## config.mk

```make
export PLATFORM = sky130hd
export DESIGN_NAME = fir_top
export DESIGN_NICKNAME = d
export VERILOG_FILES = /design/src/logic/fir_coef_pkg.sv /design/src/logic/fir_types_pkg.sv /design/src/logic/fir_top.sv /design/src/logic/fir_output_scaler.sv /design/src/logic/fir_filter.sv /design/src/logic/shift_reg.sv
export VERILOG_INCLUDE_DIRS = /design/src /design/src/include
export SDC_FILE = /design/constraint.sdc
export NUM_CORES = 2
export LEC_CHECK = 0
export BUFFER_PORTS_ARGS = -buffer_cell sky130_fd_sc_hd__buf_2
export CAP_MARGIN = 15
export CORE_MARGIN = 1.5
export CORE_UTILIZATION = 40
export CTS_BUF_LIST = sky130_fd_sc_hd__clkbuf_4
export DETAILED_ROUTE_END_ITERATION = 8
export MAX_ROUTING_LAYER = met4
export PLACE_DENSITY = 0.53
export SYNTH_ARGS = -nofsm -noshare
export SYNTH_HDL_FRONTEND = slang
export SYNTH_SLANG_ARGS = --single-unit
```

## constraint.sdc

```tcl
create_clock -name clk_i -period 15.6 [get_ports clk_i]
set_input_delay 3.12 -clock clk_i [delete_from_list [all_inputs] [get_ports clk_i]]
set_output_delay 3.12 -clock clk_i [all_outputs]
set_load 0.03 [all_outputs]
```

## src/include/fir_macros.svh

```systemverilog
// FIR stage configuration.
// Widths, tap count, scaling and pipeline latencies shared by the
// filter, the scaler and the testbench.

`ifndef FIR_MACROS_SVH
`define FIR_MACROS_SVH

`define FIR_DATA_WIDTH      16
`define FIR_COEF_WIDTH      18  // Q2.15 signed.
`define FIR_TAP_NUM         16
`define FIR_TREE_LEVELS     4   // log2 of the tap count.
`define FIR_COEF_FRAC       15  // fraction bits dropped by the scaler.
`define FIR_ACC_WIDTH       (`FIR_DATA_WIDTH + `FIR_COEF_WIDTH + 4)

// enabled edges from sample acceptance to result.
`define FIR_FILTER_LATENCY  6
`define FIR_TOP_LATENCY     7

`endif
```

## src/logic/fir_coef_pkg.sv

```systemverilog
// FIR coefficient table.
// Fixed symmetric low-pass response, 16 taps in Q2.15. The taps sum to
// unity gain; the negative side lobes let a sign-matched full-scale
// input exceed the output range.

`default_nettype none

`include "fir_macros.svh"

package fir_coef_pkg;

    typedef logic signed [`FIR_COEF_WIDTH-1:0] coef_t;

    // index 0 multiplies the newest sample.
    localparam coef_t FIR_COEFS [0:`FIR_TAP_NUM-1] = '{
        -18'sd300,
        -18'sd650,
        -18'sd900,
        -18'sd608,
        18'sd1800,
        18'sd4000,
        18'sd6042,
        18'sd7000,
        18'sd7000,   // centre pair.
        18'sd6042,
        18'sd4000,
        18'sd1800,
        -18'sd608,
        -18'sd900,
        -18'sd650,
        -18'sd300
    };

endpackage

`default_nettype wire

```

## src/logic/fir_types_pkg.sv

```systemverilog
// FIR datapath types.
// Sample, product and accumulator words plus the control word that
// travels beside the data pipeline.

`default_nettype none

`include "fir_macros.svh"

package fir_types_pkg;

    // input and output samples.
    typedef logic signed [`FIR_DATA_WIDTH-1:0] sample_t;

    // one tap's product, full precision.
    typedef logic signed [`FIR_DATA_WIDTH+`FIR_COEF_WIDTH-1:0] product_t;

    // adder tree sum, 4 guard bits over the product.
    typedef logic signed [`FIR_ACC_WIDTH-1:0] acc_t;

    typedef struct packed {
        logic valid;
        logic last;  // frame end.
    } fir_ctrl_t;

endpackage

`default_nettype wire

```

## src/logic/fir_top.sv

```systemverilog
// FIR low-pass stage top.
// Filter core followed by the round and saturate stage. Plain strobes
// with a global clock enable; there is no back-pressure.

`timescale 1ns/1ps
`default_nettype none

module fir_top
    import fir_types_pkg::*;
(
    input  logic    clk_i,
    input  logic    rstn_i,
    input  logic    en_i,

    input  logic    tvalid_i,
    input  sample_t tdata_i,
    input  logic    tlast_i,

    output logic    tvalid_o,
    output sample_t tdata_o,
    output logic    tlast_o,
    output logic    sat_o
);

    logic acc_valid;
    logic acc_last;
    acc_t acc_data;

    fir_filter i_fir_filter (
        .clk_i      (clk_i),
        .rstn_i     (rstn_i),
        .en_i       (en_i),
        .tvalid_i   (tvalid_i),
        .tlast_i    (tlast_i),
        .tdata_i    (tdata_i),
        .acc_valid_o(acc_valid),
        .acc_last_o (acc_last),
        .acc_data_o (acc_data)
    );

    fir_output_scaler i_fir_output_scaler (
        .clk_i      (clk_i),
        .rstn_i     (rstn_i),
        .en_i       (en_i),
        .acc_valid_i(acc_valid),
        .acc_last_i (acc_last),
        .acc_data_i (acc_data),
        .tvalid_o   (tvalid_o),
        .tlast_o    (tlast_o),
        .sat_o      (sat_o),
        .tdata_o    (tdata_o)
    );

endmodule

`default_nettype wire

```

## src/logic/fir_output_scaler.sv

```systemverilog
// FIR output scaler.
// Rounds the tree sum half up, drops the coefficient fraction bits and
// clamps to the sample range, flagging clipped outputs. One register
// stage, held while en_i is low.

`timescale 1ns/1ps
`default_nettype none

`include "fir_macros.svh"

module fir_output_scaler
    import fir_types_pkg::*;
(
    input  logic    clk_i,
    input  logic    rstn_i,
    input  logic    en_i,

    input  logic    acc_valid_i,
    input  logic    acc_last_i,
    input  acc_t    acc_data_i,

    output logic    tvalid_o,
    output logic    tlast_o,
    output logic    sat_o,
    output sample_t tdata_o
);

    localparam acc_t ROUND_HALF = acc_t'(1) <<< (`FIR_COEF_FRAC - 1);
    localparam acc_t SAT_MAX    = acc_t'((2 ** (`FIR_DATA_WIDTH - 1)) - 1);
    localparam acc_t SAT_MIN    = acc_t'(-(2 ** (`FIR_DATA_WIDTH - 1)));

    acc_t    rounded;
    acc_t    shifted;
    sample_t sample_next;
    logic    clip;

    logic    valid_q;
    logic    last_q;
    logic    sat_q;
    sample_t data_q;

    assign rounded = acc_data_i + ROUND_HALF;
    assign shifted = rounded >>> `FIR_COEF_FRAC;

    always_comb begin
        clip        = 1'b1;
        sample_next = sample_t'(shifted);
        if (shifted > SAT_MAX) begin
            sample_next = sample_t'(SAT_MAX);
        end else if (shifted < SAT_MIN) begin
            sample_next = sample_t'(SAT_MIN);
        end else begin
            clip = 1'b0;
        end
    end

    always_ff @(posedge clk_i) begin
        if (!rstn_i) begin
            valid_q <= 1'b0;
            last_q  <= 1'b0;
            sat_q   <= 1'b0;
        end else if (en_i) begin
            valid_q <= acc_valid_i;
            last_q  <= acc_valid_i & acc_last_i;
            sat_q   <= acc_valid_i & clip;
        end
    end

    always_ff @(posedge clk_i) begin
        if (en_i) begin
            data_q <= sample_next;
        end
    end

    // held outputs stay hidden until the consumer re-enables.
    assign tvalid_o = valid_q & en_i;
    assign tlast_o  = last_q & en_i;
    assign sat_o    = sat_q & en_i;
    assign tdata_o  = data_q;

    // a clipped output sits on one of the two rails.
    a_sat_on_rail: assert property (
        @(posedge clk_i) disable iff (!rstn_i)
        sat_o |-> (tdata_o == sample_t'(SAT_MAX) || tdata_o == sample_t'(SAT_MIN))
    ) else $error("fir_output_scaler: sat_o with an unclamped tdata_o");

endmodule

`default_nettype wire

```

## src/logic/fir_filter.sv

```systemverilog
// FIR filter core.
// 16-tap delay line fed by accepted samples, one registered multiply
// per tap and a four-level registered adder tree. The valid and last
// flags ride a matching control pipeline so several samples can be in
// flight. Every register holds while en_i is low.

`timescale 1ns/1ps
`default_nettype none

`include "fir_macros.svh"

module fir_filter
    import fir_types_pkg::*, fir_coef_pkg::*;
(
    input  logic    clk_i,
    input  logic    rstn_i,
    input  logic    en_i,

    input  logic    tvalid_i,
    input  logic    tlast_i,
    input  sample_t tdata_i,

    output logic    acc_valid_o,
    output logic    acc_last_o,
    output acc_t    acc_data_o
);

    localparam int TAPS   = `FIR_TAP_NUM;
    localparam int LEVELS = `FIR_TREE_LEVELS;

    sample_t   taps_q [TAPS];
    product_t  prod_q [TAPS];
    acc_t      tree_q [LEVELS][TAPS/2];

    fir_ctrl_t ctrl_in;
    fir_ctrl_t ctrl_out;

    logic      accept;

    assign accept = en_i & tvalid_i;

    // history only moves on accepted samples.
    always_ff @(posedge clk_i) begin
        if (!rstn_i) begin
            for (int i = 0; i < TAPS; i++) begin
                taps_q[i] <= '0;
            end
        end else if (accept) begin
            taps_q[0] <= tdata_i;
            for (int i = 1; i < TAPS; i++) begin
                taps_q[i] <= taps_q[i-1];
            end
        end
    end

    for (genvar t = 0; t < TAPS; t++) begin : g_mult
        always_ff @(posedge clk_i) begin
            if (en_i) begin
                prod_q[t] <= taps_q[t] * FIR_COEFS[t];
            end
        end
    end

    // level l holds TAPS >> (l+1) partial sums.
    for (genvar l = 0; l < LEVELS; l++) begin : g_level
        for (genvar n = 0; n < (TAPS >> (l + 1)); n++) begin : g_node
            if (l == 0) begin : g_leaf
                always_ff @(posedge clk_i) begin
                    if (en_i) begin
                        tree_q[l][n] <= acc_t'(prod_q[2*n]) + acc_t'(prod_q[2*n+1]);
                    end
                end
            end else begin : g_inner
                always_ff @(posedge clk_i) begin
                    if (en_i) begin
                        tree_q[l][n] <= tree_q[l-1][2*n] + tree_q[l-1][2*n+1];
                    end
                end
            end
        end
    end

    assign ctrl_in.valid = tvalid_i;
    assign ctrl_in.last  = tlast_i;

    shift_reg #(
        .T       (fir_ctrl_t),
        .DELAY   (`FIR_FILTER_LATENCY),
        .RESET_EN(1'b1)
    ) i_ctrl_pipe (
        .clk_i (clk_i),
        .rstn_i(rstn_i),
        .en_i  (en_i),
        .data_i(ctrl_in),
        .data_o(ctrl_out)
    );

    // a result held over a stall is shown on the next enabled cycle.
    assign acc_valid_o = ctrl_out.valid & en_i;
    assign acc_last_o  = ctrl_out.last;
    assign acc_data_o  = tree_q[LEVELS-1][0];

    // a result due during a stall must still be waiting when en_i returns.
    a_hold_in_stall: assert property (
        @(posedge clk_i) disable iff (!rstn_i)
        !en_i |=> $stable(acc_data_o) && $stable(ctrl_out)
    ) else $error("fir_filter: pipeline output moved while en_i is low");

    // balanced tree needs exactly 2**LEVELS leaves.
    if ((1 << LEVELS) != TAPS) begin : g_tree_check
        $error("fir_filter: %0d taps do not fit a %0d-level tree", TAPS, LEVELS);
    end

endmodule

`default_nettype wire

```

## src/logic/shift_reg.sv

```systemverilog
// Generic delay line.
// DELAY registers of any type, advancing only while enabled. The chain
// can optionally be cleared by reset.

`timescale 1ns/1ps
`default_nettype none

module shift_reg #(
    parameter type T        = logic,
    parameter int  DELAY    = 1,
    parameter bit  RESET_EN = 1'b0
) (
    input  logic clk_i,
    input  logic rstn_i,
    input  logic en_i,

    input  T     data_i,
    output T     data_o
);

    T stage_q [DELAY];

    always_ff @(posedge clk_i) begin
        if (RESET_EN && !rstn_i) begin
            for (int i = 0; i < DELAY; i++) begin
                stage_q[i] <= '0;
            end
        end else if (en_i) begin
            stage_q[0] <= data_i;
            for (int i = 1; i < DELAY; i++) begin
                stage_q[i] <= stage_q[i-1];
            end
        end
    end

    assign data_o = stage_q[DELAY-1];

    // a zero-length line has no register to hold the data.
    if (DELAY < 1) begin : g_delay_check
        $error("shift_reg: DELAY must be at least 1, got %0d", DELAY);
    end

endmodule

`default_nettype wire

```

* Word level (Yosys, flattened, before mapping)
Memories as Yosys holds them, arrays and structs flattened. Index checks and enable logic that the tools add are counted. W data, S select, Z words.
Cells by class: bitwise gates (word level) 29, multiply operators 16, $add $sub $neg 16, muxes and demuxes 33, $lt $le $gt $ge 2
Operators with widths (number):
- $add A34 B34 Y35 | 8
- $mux W16 | 17
- $add A38 B38 Y38 | 7
- $mul A16 B9 Y25 const B | 4
- $mul A16 B8 Y24 const B | 4
- $mul A16 B13 Y29 const B | 2
- $mul A16 B11 Y27 const B | 2
- $mul A16 B10 Y26 const B | 2
- $mul A16 B6 Y22 const B | 2
- $add A38 B16 Y38 const B | 1
- $gt A23 B16 Y1 const B | 1
- $lt A23 B16 Y1 const B | 1
- $or A1 B1 Y1 | 22
- $mux W2 | 6
- $mux W1 | 10
- $and A1 B1 Y1 | 7
Word-level totals: bits in registers 19, memories kept 4, bits in writable memories 2012, output and inout port bits 19, input port bits 21, word-level logic and storage cells 104
Memory list:
- i_fir_filter.tree_q | depth 4, bits a word 304, read ports 4, clocked after Yosys merged registers in 0, wr ports 4, line fir_filter.sv:33 | acc_t tree_q [LEVELS][TAPS/2];
- i_fir_filter.prod_q | depth 16, bits a word 33, read ports 16, clocked after Yosys merged registers in 0, wr ports 16, line fir_filter.sv:32 | product_t prod_q [TAPS];
- i_fir_filter.taps_q | depth 16, bits a word 16, read ports 16, clocked after Yosys merged registers in 0, wr ports 16, line fir_filter.sv:31 | sample_t taps_q [TAPS];
- i_fir_filter.i_ctrl_pipe.stage_q | depth 6, bits a word 2, read ports 6, clocked after Yosys merged registers in 0, wr ports 6, line shift_reg.sv:21 | T stage_q [DELAY];

* Longest topological paths before layout
An unclocked memory read counts as a cell.
depth after elaboration 6, gate-level depth with buffers 21, mapped depth without buffers 21

* Modules after synthesis
Synthesis repeated with hierarchy kept, for this count alone.
Unflattened totals: cells, all modules 9808, area total of the unflattened synthesis 109150.9 um2
By module, submodules not included:
- fir_filter | area an instance 107337.9 um2, sequential area each 35584.1 um2, cells each 9653, times used 1
- fir_output_scaler | area an instance 1352.5 um2, sequential area each 540.5 um2, cells each 128, times used 1
- shift_reg | area an instance 460.4 um2, sequential area each 360.3 um2, cells each 27, times used 1

* Least setup slack after synthesis
Ideal clock, no wire load.
path type input to register, from in rstn_i, to mem i_fir_filter.taps_q[0][0] in the netlist's numbering (enable), data required time 13.644 ns, path buffers 2, arrival 7.755 ns, setup time 1.956 ns, path slack 5.889 ns, stages on the path 3, cells stage by stage clkbuf_1 -> clkbuf_1 -> nand2_1
RTL lines:
- start: declaration | line fir_top.sv:12 | input logic rstn_i,
- end: declaration | line fir_filter.sv:31

* Worst setup path after layout
from in en_i, to out sat_o
On the way: longest elaborated chain between the ends 1
Ends and longest elaborated chain:
- start: declaration | line fir_top.sv:13 | input logic en_i,
- $and A1 B1 Y1 | line fir_output_scaler.sv:78 | assign sat_o = sat_q & en_i;
- end: declaration | line fir_top.sv:22 | output logic sat_o
No other way between the ends.

==> summary.md <==
| Metric | Value |
|---|---|
| Status | complete, no violations |
| Commonest non-fill, non-tap cell in the layout | inv_1 |
| Layout cells sized above 1 | 0.06269 |
| Vias in the first global route | 73060 |
| Worst EP arrival | 4.03 ns |
| FF+latch count, synth | about 1200 |
| Root Buffer | clkbuf_4 |
| Final period utilization | 0.4581 |
| Layout area overhead | 8.114% |
| Core area | 270500 um2 |
| Min cycle time layout | 7.146 ns |
| CP max-delay cell | buf_8 |
| Peak VDD IR | between 0.1 and 0.15 mV |
| Top sig layer | met4 |
| Final layout net count | 12830 |
| Cell Chain, Critical Path | buf_8 > and2_1 > buf_2 |
| RSZ-0062 raised after global routing | false |
| Yosys top cell area share | 0.3317 |
| DRC | 0 |
| # fillers | around 26000 |
| Die Area | 274700 um2 |
| Final-report max-slew violation count | 0 |
| Maximum clock rate | 0.1399 GHz |
| Sequential fraction of the synthesis area | 0.3323 |
| Worst Setup Start Kind | input pin |
| Syn Area/Cell | between 10 and 15 um2 |
| GRT Resource Usage Total | 0.1874 |
| Routed wire per std cell | 17.43 um |
| Clk pin slew, worst setup/hold paths | 0.07 ns |
| Met1 Routed Length | 115.0 mm |
| Drt total wl | 244.5 mm |
| Maximum Capacitance Violations | 0 |
| CTS resizes | 0 |
| Chip Height | 524.1 um |
| Synthesis warning total | 0 |
| Least-Margin Pin Slew | around 1.1 ns |
| Ys async rst share | 0 |
| Hold slack final | roughly 0.40 ns |
| Worst slew margin | 0.2433 |
| EDFF count, synth | 1200 |
| CP Data Required Time | 12.48 ns |
| Hpwl dp | 192.7 mm |
| Met2 WL | 117.2 mm |
| Final Instance Area | 117400 um2 |
| CTS sink cnt | 1203 |
| Gpl congestion | 0.8621 |
| CP Class | in -> out |
| Min-delay worst type | reg -> reg |
| Grt total ovfl | 0 |
| Total negative slack | 0 ns |
| CTS Buf Count | 345 |
| Largest net degree at the start of global routing | 112 |
| Distinct cells, synth | 98 |
| Metal3 WL | 6.723 mm |
| Hold_buf cts | 0 |
| First-pass GRT wire length | 396.0 mm |
| # IOs | 40 |
| Starting DRT DRC Count | 3381 |
| Postcts setup bufs | 0 |
| Largest area contributor in the netlist | edfxtp_1 |
| Drt first pass iters | 6 |
| CTS tree | yes |
| Final ANT Viol Nets | 0 |
| Synth Net Count | between 10000 and 15000 |
| Synth Instances | 9853 |
| Top post-synthesis cells by area | edfxtp_1, ha_1, fa_1, inv_1, xnor2_1 |
| Final setup violation count | 0 |
| Clock Path Buffers | 4 |
| Initial Utilization | 0.4015 |
| Final Skew | approximately 0.082 ns |
| Die Wd | 524.1 um |
| Worst-skew pair later-pin latency | 1.19 ns |
| Antenna violations before repair | 14 |
| Most frequent cells in the layout | inv_1, ha_1, edfxtp_1 |
| Endpoints failing hold | 0 |
| PwrDens | 226.1 nW/um2 |
| H-Tree Depth | 5 |
| Max stage delay on crit path | 0.32 ns |
| Pleak | 54.87 nW |
| Placed Area | 113300 um2 |
| FP Rows | 191 |
| Via count | between 60000 and 70000 |
| CP Max Fanout | 72 |
| Vias per inst | 4.969 |
| Top FF cell, synth | edfxtp_1 |
| Crit end category | output pin |
| PortBufs | 39 |
| Synthesized area | about 110000 um2 |
## kinds of logic (layout without fill, tap and decap cells)
kind of cell               Yosys count  count (layout)  synth area share
DFF                               1203            1203            0.3323
other                                0               3                 0
adders and majority gates         2602            2602            0.3622
buffers and inverters             1916            2511           0.06623
AOI/OAI and AO/OA                 1621            1621           0.09668
muxes                               19              19          0.001831
and+or+nand+nor                   1777            1777           0.08311
xor gates and xnor gates           715             715           0.05765
## per-stage QoR
stage | setup slack (ns) | instances | util | total power (W)
after global placement | 8.027 | 13430 | 0.4189 | 0.02362
final | 8.454 | 14020 | 0.4341 | 0.02655
after global routing | 8.384 | 14020 | 0.4341 | 0.02926
after floorplan | 5.889 | 9853 | - | 0.01918
after CTS | 8.461 | 14020 | 0.4341 | 0.02692
after detailed placement | 7.893 | 13430 | 0.4189 | 0.02371
## flip-flops by register name (all words and copies together) (netlist names)
signal / count
i_fir_filter.tree_q: 512
i_fir_output_scaler.sat_q: 1
i_fir_filter.taps_q: 256
i_fir_filter.i_ctrl_pipe.stage_q: 12
i_fir_output_scaler.tdata_o: 16
i_fir_filter.prod_q: 404
i_fir_output_scaler.valid_q: 1
i_fir_output_scaler.last_q: 1
## cells in the mapped netlist (11+ instances only)
library cell and number:
nor2b_1 86, a41oi_1 13, o31a_1 19, nand4_1 35
a211oi_1 51, xor2_1 185, a21o_1 205, a31o_1 14
a21boi_1 17, or3_1 50, o21bai_1 61, a21boi_0 11
o2111ai_1 11, inv_1 1862, clkbuf_1 47, edfxtp_1 1200
nand3_1 121, a221oi_1 16, and3_1 79, ha_1 1698
nor4_1 11, a2111oi_0 18, nand3b_1 12, o31ai_1 30
nand2_1 265, o21ai_0 168, o41ai_1 22, o21a_1 98
o21ai_1 145, a22o_1 11, a31oi_1 62, o211ai_1 32
nand2b_1 89, nor3_1 151, a21oi_1 490, and2_1 315
xnor2_1 530, or2_2 32, a211o_1 22, nor2_1 478
fa_1 904, mux2i_1 12
## per-layer routing
metal | vias up | track usage
met5 | - | -
met2 | 946 | 0.3097
met3 | 375 | 0.01985
met1 | 33900 | 0.2462
li1 | 34450 | -
met4 | 0 | 0.04698
## worst max-delay path, delay by kind of cell
family        cells  cell delay (ns)
buf+inv           2             0.52
simple gates      1             0.23
## area by class of cell
class,count,area (um2),share of cell area
clock buffer,470,3528,0.03005
multi-input combinational,6734,65350,0.5564
inverter,1863,6993,0.05955
tap,3570,4467,0.03804
timing repair buffer,64,420.4,0.003580
antenna,3,7.507,0.00006393
sequential,1203,36090,0.3074
clock inverter,114,579.3,0.004933
## final timing paths
kind,startpoint,endpoint,slack (ns),cells after the start
max reg2reg,i_fir_filter.taps_q[0][211],i_fir_filter.prod_q[1][187],9.70,21
min,i_fir_filter.prod_q[1][33],i_fir_filter.tree_q[0][115],0.40,0
max,en_i,sat_o,8.45,3
min reg2reg,i_fir_filter.prod_q[1][33],i_fir_filter.tree_q[0][115],0.40,0
## power breakdown
group | leakage, nW | internal [W] | switching, W
clock | 2.48 | 0.00146 | 0.00141
sequential | 12.0 | 0.00596 | 0.000806
combinational | 40.4 | 0.00717 | 0.00974
total | 54.9 | 0.0146 | 0.0120
No activity file was read; power rests on OpenSTA's default activity.
